[src/verilog/mdu_pkg.sv]
package mdu_pkg;

    // Reorder-buffer tag width.
    localparam int rob_width_c = 6;

    // Operation code width.
    localparam int op_width_c = 3;

    // Multiply group, served by the pipelined multiplier.
    localparam logic [op_width_c-1:0] mdu_mul_c   = 3'd0;
    localparam logic [op_width_c-1:0] mdu_mulh_c  = 3'd1;
    localparam logic [op_width_c-1:0] mdu_mulhu_c = 3'd2;

    // Divide group, served by the iterative divider.
    localparam logic [op_width_c-1:0] mdu_div_c   = 3'd3;
    localparam logic [op_width_c-1:0] mdu_divu_c  = 3'd4;
    localparam logic [op_width_c-1:0] mdu_mod_c   = 3'd5;
    localparam logic [op_width_c-1:0] mdu_modu_c  = 3'd6;

    // Code 7 is illegal.

    // One quotient bit per iteration.
    localparam int div_steps_c = 32;

    // Iteration counter must reach div_steps_c itself.
    localparam int div_cnt_width_c = $clog2(div_steps_c + 1);

endpackage

[src/verilog/mdu_divider.sv]
`timescale 1ns/10ps

module mdu_divider (
    input  logic                            clk,
    input  logic                            arst_n_i,
    input  logic                            flush_i,

    input  logic                            valid_i,
    output logic                            ready_o,
    input  logic [mdu_pkg::op_width_c-1:0]  op_i,
    input  logic [31:0]                     data0_i,
    input  logic [31:0]                     data1_i,
    input  logic [mdu_pkg::rob_width_c-1:0] reg_id_i,

    output logic                            valid_o,
    input  logic                            ready_i,
    output logic [mdu_pkg::rob_width_c-1:0] reg_id_o,
    output logic [31:0]                     data_o
);

    import mdu_pkg::*;

    logic                       busy_q;
    logic                       valid_q;
    logic [div_cnt_width_c-1:0] step_q;

    logic                       accept;
    logic                       running;
    logic                       last_step;

    logic                       is_signed;
    logic                       is_rem;
    logic [31:0]                abs0;
    logic [31:0]                abs1;

    logic                       is_rem_q;
    logic                       neg_quot_q;
    logic                       neg_rem_q;
    logic [rob_width_c-1:0]     reg_id_q;
    logic [31:0]                divisor_q;
    logic [31:0]                quot_q;
    logic [31:0]                rem_q;
    logic [31:0]                result_q;

    logic [32:0]                partial;
    logic [33:0]                diff;
    logic [31:0]                quot_fix;
    logic [31:0]                rem_fix;

    // One item at a time, released when the result is taken.
    assign accept    = valid_i & ~busy_q;
    assign ready_o   = ~busy_q;
    assign running   = busy_q & ~valid_q;
    assign last_step = (step_q == div_cnt_width_c'(div_steps_c));

    assign is_signed = (op_i == mdu_div_c) | (op_i == mdu_mod_c);
    assign is_rem    = (op_i == mdu_mod_c) | (op_i == mdu_modu_c);
    assign abs0      = (is_signed & data0_i[31]) ? -data0_i : data0_i;
    assign abs1      = (is_signed & data1_i[31]) ? -data1_i : data1_i;

    // Restoring step on the magnitudes.
    assign partial = {rem_q, quot_q[31]};
    assign diff    = {1'b0, partial} - {2'b00, divisor_q};

    // Min / -1 needs no special case. The magnitude quotient 2^31 negates to itself.
    assign quot_fix = neg_quot_q ? -quot_q : quot_q;
    assign rem_fix  = neg_rem_q ? -rem_q : rem_q;

    always_ff @(posedge clk or negedge arst_n_i) begin
        if (!arst_n_i) begin
            busy_q  <= 1'b0;
            valid_q <= 1'b0;
            step_q  <= '0;
        end else if (flush_i) begin
            busy_q  <= 1'b0;
            valid_q <= 1'b0;
            step_q  <= '0;
        end else if (accept) begin
            busy_q <= 1'b1;
            step_q <= '0;
        end else if (running) begin
            if (last_step) begin
                valid_q <= 1'b1;
            end else begin
                step_q <= step_q + div_cnt_width_c'(1);
            end
        end else if (valid_q && ready_i) begin
            busy_q  <= 1'b0;
            valid_q <= 1'b0;
        end
    end

    always_ff @(posedge clk) begin
        if (accept) begin
            is_rem_q  <= is_rem;
            reg_id_q  <= reg_id_i;
            divisor_q <= abs1;
            quot_q    <= abs0;
            rem_q     <= '0;
            // Division by zero keeps the quotient at all ones.
            neg_quot_q <= is_signed & (data0_i[31] ^ data1_i[31]) & (data1_i != '0);
            neg_rem_q  <= is_signed & data0_i[31];
        end else if (running) begin
            if (last_step) begin
                result_q <= is_rem_q ? rem_fix : quot_fix;
            end else if (!diff[33]) begin
                rem_q  <= diff[31:0];
                quot_q <= {quot_q[30:0], 1'b1};
            end else begin
                rem_q  <= partial[31:0];
                quot_q <= {quot_q[30:0], 1'b0};
            end
        end
    end

    assign valid_o  = valid_q;
    assign reg_id_o = reg_id_q;
    assign data_o   = result_q;

endmodule

[src/verilog/mdu_issue.sv]
`timescale 1ns/10ps

module mdu_issue (
    input  logic                           req_valid_i,
    input  logic [mdu_pkg::op_width_c-1:0] req_op_i,
    output logic                           req_ready_o,

    output logic                           mul_valid_o,
    input  logic                           mul_ready_i,

    output logic                           div_valid_o,
    input  logic                           div_ready_i
);

    import mdu_pkg::*;

    logic is_mul;
    logic is_div;

    // Operation class.
    always_comb begin
        is_mul = 1'b0;
        is_div = 1'b0;
        case (req_op_i)
            mdu_mul_c,
            mdu_mulh_c,
            mdu_mulhu_c: begin
                is_mul = 1'b1;
            end
            mdu_div_c,
            mdu_divu_c,
            mdu_mod_c,
            mdu_modu_c: begin
                is_div = 1'b1;
            end
            default: begin
                is_mul = 1'b0;
                is_div = 1'b0;
            end
        endcase
    end

    assign mul_valid_o = req_valid_i & is_mul;
    assign div_valid_o = req_valid_i & is_div;

    // Illegal codes are always ready, so they are swallowed.
    always_comb begin
        if (is_mul) begin
            req_ready_o = mul_ready_i;
        end else if (is_div) begin
            req_ready_o = div_ready_i;
        end else begin
            req_ready_o = 1'b1;
        end
    end

endmodule

[src/verilog/mdu_muler.sv]
`timescale 1ns/10ps

module mdu_muler (
    input  logic                            clk,
    input  logic                            arst_n_i,
    input  logic                            flush_i,

    input  logic                            valid_i,
    output logic                            ready_o,
    input  logic [mdu_pkg::op_width_c-1:0]  op_i,
    input  logic [31:0]                     data0_i,
    input  logic [31:0]                     data1_i,
    input  logic [mdu_pkg::rob_width_c-1:0] reg_id_i,

    output logic                            valid_o,
    input  logic                            ready_i,
    output logic [mdu_pkg::rob_width_c-1:0] reg_id_o,
    output logic [31:0]                     data_o
);

    import mdu_pkg::*;

    logic                   advance;

    logic                   valid_s1;
    logic                   valid_s2;
    logic                   valid_s3;

    logic [op_width_c-1:0]  op_s1;
    logic [op_width_c-1:0]  op_s2;
    logic [op_width_c-1:0]  op_s3;

    logic [rob_width_c-1:0] reg_id_s1;
    logic [rob_width_c-1:0] reg_id_s2;
    logic [rob_width_c-1:0] reg_id_s3;

    logic [32:0]            r0_s1;
    logic [32:0]            r1_s1;
    (* use_dsp = "yes" *) logic [65:0] prod_s2;
    logic [65:0]            prod_s3;

    logic                   sext;

    // The whole pipe moves when the last stage is empty or leaving.
    assign advance = ~valid_s3 | ready_i;
    assign ready_o = advance;

    // MULHU treats both operands as unsigned.
    assign sext = (op_i != mdu_mulhu_c);

    always_ff @(posedge clk or negedge arst_n_i) begin
        if (!arst_n_i) begin
            valid_s1 <= 1'b0;
            valid_s2 <= 1'b0;
            valid_s3 <= 1'b0;
        end else if (flush_i) begin
            valid_s1 <= 1'b0;
            valid_s2 <= 1'b0;
            valid_s3 <= 1'b0;
        end else if (advance) begin
            valid_s1 <= valid_i;
            valid_s2 <= valid_s1;
            valid_s3 <= valid_s2;
        end
    end

    always_ff @(posedge clk) begin
        if (advance) begin
            // Stage 1: widen operands to 33 bits.
            op_s1     <= op_i;
            reg_id_s1 <= reg_id_i;
            r0_s1     <= {sext & data0_i[31], data0_i};
            r1_s1     <= {sext & data1_i[31], data1_i};

            // Stage 2: signed product.
            op_s2     <= op_s1;
            reg_id_s2 <= reg_id_s1;
            prod_s2   <= $signed(r0_s1) * $signed(r1_s1);

            // Stage 3: output register.
            op_s3     <= op_s2;
            reg_id_s3 <= reg_id_s2;
            prod_s3   <= prod_s2;
        end
    end

    assign valid_o  = valid_s3;
    assign reg_id_o = reg_id_s3;

    // Low word for MUL, high word for both high variants.
    assign data_o = (op_s3 == mdu_mul_c) ? prod_s3[31:0] : prod_s3[63:32];

endmodule

[src/verilog/mdu_top.sv]
`timescale 1ns/10ps

module mdu_top (
    input  logic                            clk,
    input  logic                            arst_n_i,
    input  logic                            flush_i,

    input  logic                            req_valid_i,
    output logic                            req_ready_o,
    input  logic [mdu_pkg::op_width_c-1:0]  req_op_i,
    input  logic [31:0]                     req_data0_i,
    input  logic [31:0]                     req_data1_i,
    input  logic [mdu_pkg::rob_width_c-1:0] req_reg_id_i,

    output logic                            wb_valid_o,
    input  logic                            wb_ready_i,
    output logic [mdu_pkg::rob_width_c-1:0] wb_reg_id_o,
    output logic [31:0]                     wb_data_o
);

    import mdu_pkg::*;

    logic                   mul_req_valid;
    logic                   mul_req_ready;
    logic                   div_req_valid;
    logic                   div_req_ready;

    logic                   mul_res_valid;
    logic                   mul_res_ready;
    logic [rob_width_c-1:0] mul_res_reg_id;
    logic [31:0]            mul_res_data;

    logic                   div_res_valid;
    logic                   div_res_ready;
    logic [rob_width_c-1:0] div_res_reg_id;
    logic [31:0]            div_res_data;

    mdu_issue u_issue (
        .req_valid_i (req_valid_i),
        .req_op_i    (req_op_i),
        .req_ready_o (req_ready_o),
        .mul_valid_o (mul_req_valid),
        .mul_ready_i (mul_req_ready),
        .div_valid_o (div_req_valid),
        .div_ready_i (div_req_ready)
    );

    // Operands and tag fan out to both units.
    mdu_muler u_muler (
        .clk      (clk),
        .arst_n_i (arst_n_i),
        .flush_i  (flush_i),
        .valid_i  (mul_req_valid),
        .ready_o  (mul_req_ready),
        .op_i     (req_op_i),
        .data0_i  (req_data0_i),
        .data1_i  (req_data1_i),
        .reg_id_i (req_reg_id_i),
        .valid_o  (mul_res_valid),
        .ready_i  (mul_res_ready),
        .reg_id_o (mul_res_reg_id),
        .data_o   (mul_res_data)
    );

    mdu_divider u_divider (
        .clk      (clk),
        .arst_n_i (arst_n_i),
        .flush_i  (flush_i),
        .valid_i  (div_req_valid),
        .ready_o  (div_req_ready),
        .op_i     (req_op_i),
        .data0_i  (req_data0_i),
        .data1_i  (req_data1_i),
        .reg_id_i (req_reg_id_i),
        .valid_o  (div_res_valid),
        .ready_i  (div_res_ready),
        .reg_id_o (div_res_reg_id),
        .data_o   (div_res_data)
    );

    mdu_wb_arbiter u_wb_arbiter (
        .clk          (clk),
        .arst_n_i     (arst_n_i),
        .flush_i      (flush_i),
        .mul_valid_i  (mul_res_valid),
        .mul_ready_o  (mul_res_ready),
        .mul_reg_id_i (mul_res_reg_id),
        .mul_data_i   (mul_res_data),
        .div_valid_i  (div_res_valid),
        .div_ready_o  (div_res_ready),
        .div_reg_id_i (div_res_reg_id),
        .div_data_i   (div_res_data),
        .wb_valid_o   (wb_valid_o),
        .wb_ready_i   (wb_ready_i),
        .wb_reg_id_o  (wb_reg_id_o),
        .wb_data_o    (wb_data_o)
    );

endmodule

[src/verilog/mdu_wb_arbiter.sv]
`timescale 1ns/10ps

module mdu_wb_arbiter (
    input  logic                            clk,
    input  logic                            arst_n_i,
    input  logic                            flush_i,

    input  logic                            mul_valid_i,
    output logic                            mul_ready_o,
    input  logic [mdu_pkg::rob_width_c-1:0] mul_reg_id_i,
    input  logic [31:0]                     mul_data_i,

    input  logic                            div_valid_i,
    output logic                            div_ready_o,
    input  logic [mdu_pkg::rob_width_c-1:0] div_reg_id_i,
    input  logic [31:0]                     div_data_i,

    output logic                            wb_valid_o,
    input  logic                            wb_ready_i,
    output logic [mdu_pkg::rob_width_c-1:0] wb_reg_id_o,
    output logic [31:0]                     wb_data_o
);

    // Pointer low favours the multiplier, high favours the divider.
    logic prio_div_q;
    logic grant_mul;
    logic grant_div;
    logic xfer;

    assign grant_mul = mul_valid_i & (~prio_div_q | ~div_valid_i);
    assign grant_div = div_valid_i & (prio_div_q | ~mul_valid_i);

    assign wb_valid_o  = mul_valid_i | div_valid_i;
    assign wb_reg_id_o = grant_div ? div_reg_id_i : mul_reg_id_i;
    assign wb_data_o   = grant_div ? div_data_i : mul_data_i;

    // Only the granted unit sees the ready.
    assign mul_ready_o = grant_mul & wb_ready_i;
    assign div_ready_o = grant_div & wb_ready_i;

    assign xfer = wb_valid_o & wb_ready_i;

    always_ff @(posedge clk or negedge arst_n_i) begin
        if (!arst_n_i) begin
            prio_div_q <= 1'b0;
        end else if (flush_i) begin
            prio_div_q <= 1'b0;
        end else if (xfer) begin
            // Hand priority to the unit that lost.
            prio_div_q <= grant_mul;
        end
    end

endmodule
[config.mk]
export PLATFORM = sky130hd
export DESIGN_NAME = mdu_top
export DESIGN_NICKNAME = d
export VERILOG_FILES = /design/src/verilog/mdu_pkg.sv /design/src/verilog/mdu_divider.sv /design/src/verilog/mdu_issue.sv /design/src/verilog/mdu_muler.sv /design/src/verilog/mdu_top.sv /design/src/verilog/mdu_wb_arbiter.sv
export SDC_FILE = /design/constraint.sdc
export NUM_CORES = 2
export LEC_CHECK = 0
export CORE_UTILIZATION = 43
export DETAILED_ROUTE_END_ITERATION = 8
export DONT_BUFFER_PORTS = 1
export GPL_ROUTABILITY_DRIVEN = 1
export PLACE_DENSITY = 0.55
export SYNTH_ARGS = -nofsm -noshare
export SYNTH_HDL_FRONTEND = slang
export SYNTH_SLANG_ARGS = --single-unit
[constraint.sdc]
create_clock -name clk -period 13.1 [get_ports clk]
set_input_delay 2.62 -clock clk [delete_from_list [all_inputs] [get_ports clk]]
set_output_delay 2.62 -clock clk [all_outputs]
set_load 0.02 [all_outputs]
After elaboration in Yosys (flattened, before gate mapping)
Cells that the tools add are included.

Output and inout port bits: 40. Logic and storage cells: 128. Bits in registers: 370.

Bitwise logic cells: 28. Multipliers: 1. Reduce and logical (&&, ||, !) cells: 18. Muxes and demuxes: 37. Add/subtract/negate cells: 6. Eq/ne operators: 13.

Operators by type and width (count): two-way mux 32 bit (11); negation 32 bit (4); multiplier 33 x 33 -> 64 bit (1); subtractor 33 x 32 -> 34 bit (1); nonzero test 32 bit (1); two-way mux 6 bit (5); two-way mux 1 bit (21); bitwise AND 1 bit (15); equality test 3 bit (second input constant) (3); inequality test 3 x 2 -> 1 bit (second input constant) (3); nonzero test 3 bit (3); AND reduction 2 bit (4); adder 6 x 1 -> 6 bit (second input constant) (1); equality test 3 x 2 -> 1 bit (second input constant) (2); equality test 6 bit (second input constant) (1); zero test 3 bit (2); NOT 1 bit (6); bitwise OR 1 bit (6); AND reduction 3 bit (2); nonzero test 2 bit (3); OR reduction 4 bit (1); equality test 3 x 1 -> 1 bit (second input constant) (1); inequality test 3 bit (second input constant) (1); OR reduction 3 bit (1); 4 further kinds (4).

Depth between registers and ports, before layout
Depth after elaboration: 9. Mapped depth: 29. Depth with buffers taken out: 26.

Cells and area by module
A second synthesis with hierarchy kept.

Cells, all modules: 5586. Area, all modules: 55887.4 µm².

By module, submodules not included: mdu_muler (cells each 4426, times used 1, area each 45412.3 µm²); mdu_divider (cells each 1101, times used 1, area each 9840.7 µm²); mdu_wb_arbiter (cells each 51, times used 1, area each 580.6 µm²); mdu_issue (cells each 8, times used 1, area each 53.8 µm²).

Worst setup path after synthesis
No wires, ideal clock.

Path type: input to output. Start: in wb_ready_i. End: out req_ready_o. Required time: 10.480 ns. Setup slack: 2.359 ns. Buffers on the path: 0. Cell stages on the path: 6. Data arrival time: 8.121 ns. Cell sequence: nand2_1 > nand2_1 > a21oi_1 > a31oi_1 > nor2_1 > a31oi_1.

Longest elaborated chain between the ends: 3.

Ends and longest elaborated chain: start, declared (RTL line mdu_top.sv:16) `input logic wb_ready_i,`; bitwise AND 1 bit (RTL line mdu_wb_arbiter.sv:38) `assign mul_ready_o = grant_mul & wb_ready_i;`; bitwise OR 1 bit (RTL line mdu_muler.sv:45) `assign advance = ~valid_s3 | ready_i;`; net mul_req_ready (RTL line mdu_top.sv:24) `logic mul_req_ready;`; two-way mux 1 bit (RTL line mdu_issue.sv:48) `if (is_mul) begin`; end, declared (RTL line mdu_top.sv:9) `output logic req_ready_o,`.

The timed path passes the listed nets, and every way through them passes these cells.

Final worst setup path
Start: reg u_muler.r1_s1[2]. End: reg u_muler.prod_s2[45], data pin.

Longest elaborated chain between the ends: 1.

Ends and longest elaborated chain: start, declared (RTL line mdu_muler.sv:38) `logic [32:0] r1_s1;`; start signal, assigned (RTL line mdu_muler.sv:73) `r1_s1 <= {sext & data1_i[31], data1_i};`; multiplier 33 x 33 -> 64 bit (RTL line mdu_muler.sv:78) `prod_s2 <= $signed(r0_s1) * $signed(r1_s1);`; end signal, assigned (RTL line mdu_muler.sv:78); end, declared (RTL line mdu_muler.sv:39) `(* use_dsp = "yes" *) logic [65:0] prod_s2;`.

No other way between the ends. A chain may end at the register's enable or synchronous reset.

==> flow_metrics.py <==
metrics = {
    "synthesis": {
        "yosys.area_share.adder_pct": 45.9,
        "synth_xor_area_share_pct": 3.50,
        "yosys.area.top_type": "fa_1",
        "syn_inst": 5632,
        "synthMostInstantiatedCell": "inv_1",
        "synthMuxAreaShare_pct": 0.838,
        "syn-mean-instance-area_um2": 9.92,
        "synthTopCellsByArea": "fa_1, edfxtp_1, inv_1",
        "ys.warnings.count": 0,
        "synth_top_family_by_area": "adder cells",
        "synth_top_area_share_pct": 40.3,
        "synth_async_sr_flop_share_pct": 3.24,
        "synth-seq-cells": 370,
        "synth_edf_count": 326,
        "synthesis.area_um2": 55900,
        "yosysUniqueCellTypes": 83,
        "synth_common_cells": "inv_1, fa_1, nand2_1",
        "synth_nets": 7086,
        "synth_compound_area_share_pct": 5.77,
        "yosys.area_share.simple_pct": 15.0,
        "synth_ff_type": "edfxtp_1",
        "yosysSeqAreaShare_pct": 19.2,
    },
    "critical_path": {
        "endpoint": "u_muler.prod_s2[45]",
        "max_stage_delay_ns": 0.84,
        "crit_cells": 25,
        "reg2reg_depth": 25,
        "timing.rr.start": "u_muler.r1_s1[2]",
        "end_kind": "register",
        "rrSetupSlack_ns": 4.27,
        "critPathBufInv": 6,
        "cp_data_arrival_time_ns": 9.14,
        "crit_top_cell": "fa_1",
        "critPathKind": "reg2reg",
        "worst-path-max-fanout": 33,
        "cp_slowest_cell": "edfxtp_1",
        "worstSetupStartpoint": "u_muler.r1_s1[2]",
        "worstSetupStartpointType": "register",
        "critPathTopFamily": "adder cells",
        "worstPathRequired_ns": 13.41,
        "r2r_end": "u_muler.prod_s2[45]",
    },
    "timing": {
        "fmax_mhz": 113,
        "tns_ns": 0,
        "worstMarginPinSlew_ns": 1.11,
        "fin_crit_sh_pct": 67.4,
        "rsz0062_at_grt": "false",
        "period_needed_ns": 8.83,
        "slew_violations": 0,
        "relSlewSlack_pct": 25.8,
        "fin_skew_ns": 0.0203,
        "finalHoldViolCount": 0,
        "setup_viol": 0,
    },
    "grt": {
        "first_global_vias": 40427,
        "grt_overflow": 0,
        "grt_pass1_wl_um": 239000,
        "grt_usage_pct": 23.7,
        "grt_max_degree": 82,
        "antenna_found_initial": 8,
    },
    "placed_design": {
        "hpwl_um": 119000,
        "place_congestion": 0.895,
        "port_buffers": 0,
    },
    "detailed_routing": {
        "vias": 37789,
        "drc": 0,
        "wl_per_cell_um": 20.9,
        "vias_per_cell": 5.22,
        "wl_um": 151000,
        "antenna_left": 0,
        "drt_first_iter_violations": 2653,
        "firstDrtPassIters": 6,
    },
    "clock_tree": {
        "cts_resized": 0,
        "numCtsBuffers": 39,
        "hold_buffers": 0,
        "htree_levels": 2,
        "clkLatencyLatePin_ns": 0.56,
        "cts.path.max_buffers": 3,
        "cts_tree": "done",
        "cts-root-buf": "clkbuf_16",
        "cts_setup_buffers": 0,
        "cts_sinks": 370,
        "cts.clk_slew.worst_paths_ns": 0.06,
    },
    "final_layout": {
        "final_nets": 6936,
        "area_growth_pct": 5.44,
        "drive_above_1_share_pct": 3.43,
        "filler_cell_count": 12315,
    },
    "status": {
        "status": "finished, final reports clean",
    },
    "floorplanning": {
        "io_pins": 118,
        "row_count": 131,
        "die-height_um": 362,
        "die_w_um": 362,
        "fp.coreArea_um2": 128000,
        "start_util_pct": 43.6,
        "fp.dieArea_um2": 131000,
    },
    "job": {
        "maxCapViolCount": 0,
    },
    "min_path": {
        "hold_class": "reg2reg",
    },
}
## state kept, by name, indices dropped and copies added (netlist names), 32 cells and up
register             flops
u_divider.data_o        32
u_muler.r1_s1           33
u_divider.divisor_q     32
u_muler.prod_s2         64
u_divider.quot_q        32
u_muler.prod_s3         64
u_muler.r0_s1           33
u_divider.rem_q         32
## per-stage QoR
| stage | hold WS [ns] | instances | utilization, % | worst slack (ns) | instance area (µm²) |
|---|---|---|---|---|---|
| 6_report | 0.413 | 7243 | 46.0 | 4.27 | 58900 |
| 5_1_grt | 0.423 | 7242 | 46.0 | 3.76 | 58900 |
| 4_1_cts | 0.413 | 7242 | 46.0 | 4.31 | 58900 |
| 3_5_place_dp | 0.405 | 7170 | 45.0 | 4.33 | 57600 |
| 3_3_place_gp | 0.401 | 7170 | 45.0 | 4.50 | 57600 |
| 2_1_floorplan | 0.400 | 5632 | - | 2.36 | 55900 |
## metal layers
metal	vias up	track usage [%]	part of all wire, %
met1	19760	34.4	46
met5	-	0	0
met3	135	3.14	5.8
met2	998	38.0	46
li1	16896	-	-
met4	0	4.45	1.8
## cell usage in the layout, fill, tap and decap left out, types with 101 or more instances in the layout
cell type  count
inv_1       1162
fa_1        1126
nand2_1      703
and2_1       566
edfxtp_1     326
ha_1         250
o21ai_0      158
xnor2_1      122
a21oi_1      119
nor2_1       108
xor2_1       101
## worst register-to-register path, delay by kind of cell, from the launching register on
kind,cells,cell delay [ns]
adder cells (fa/ha/maj),9,4.38
AO/OA/AOI/OAI,7,2.23
flip-flops,1,0.84
AND/OR/NAND/NOR,2,0.67
buffers and inverters,6,0.31
XOR/XNOR,1,0.15
## worst min path at each step
stage | to | slack, ns | cells after the start | from
floorplan | u_muler.op_s2[0] | 0.40 | 0 | u_muler.op_s1[0]
global placement | u_muler.reg_id_o[0] | 0.40 | 0 | u_muler.reg_id_s2[0]
detailed placement | u_muler.op_s3[1] | 0.40 | 0 | u_muler.op_s2[1]
CTS | u_muler.reg_id_o[5] | 0.41 | 0 | u_muler.reg_id_s2[5]
global route | u_muler.prod_s3[59] | 0.42 | 0 | u_muler.prod_s2[59]
finish | u_muler.prod_s3[59] | 0.41 | 0 | u_muler.prod_s2[59]
## cells by family (layout without fill, tap and decap cells)
group | Yosys count | count (layout)
other cells | 0 | 1
compound gates | 505 | 505
mux | 46 | 46
simple gates | 1674 | 1674
fa+ha+maj | 1376 | 1376
xor+xnor | 223 | 223
flops | 370 | 370
buf+inv | 1438 | 1319
## layout make-up
cell class / count / area, µm² / share of cell area (%)
Sequential cell: 370 / 10700 / 18.2
Tap cell: 1729 / 2160 / 3.67
Timing Repair Buffer: 84 / 631 / 1.07
Clock inverter: 27 / 258 / 0.438
Multi-Input combinational cell: 3824 / 39700 / 67.5
Clock buffer: 45 / 1010 / 1.71
Antenna cell: 1 / 2.50 / 0.00425
Inverter: 1163 / 4370 / 7.41
Power is not shown: default switching activity piles up to over one toggle a cycle in this logic, so the estimate is an artifact.
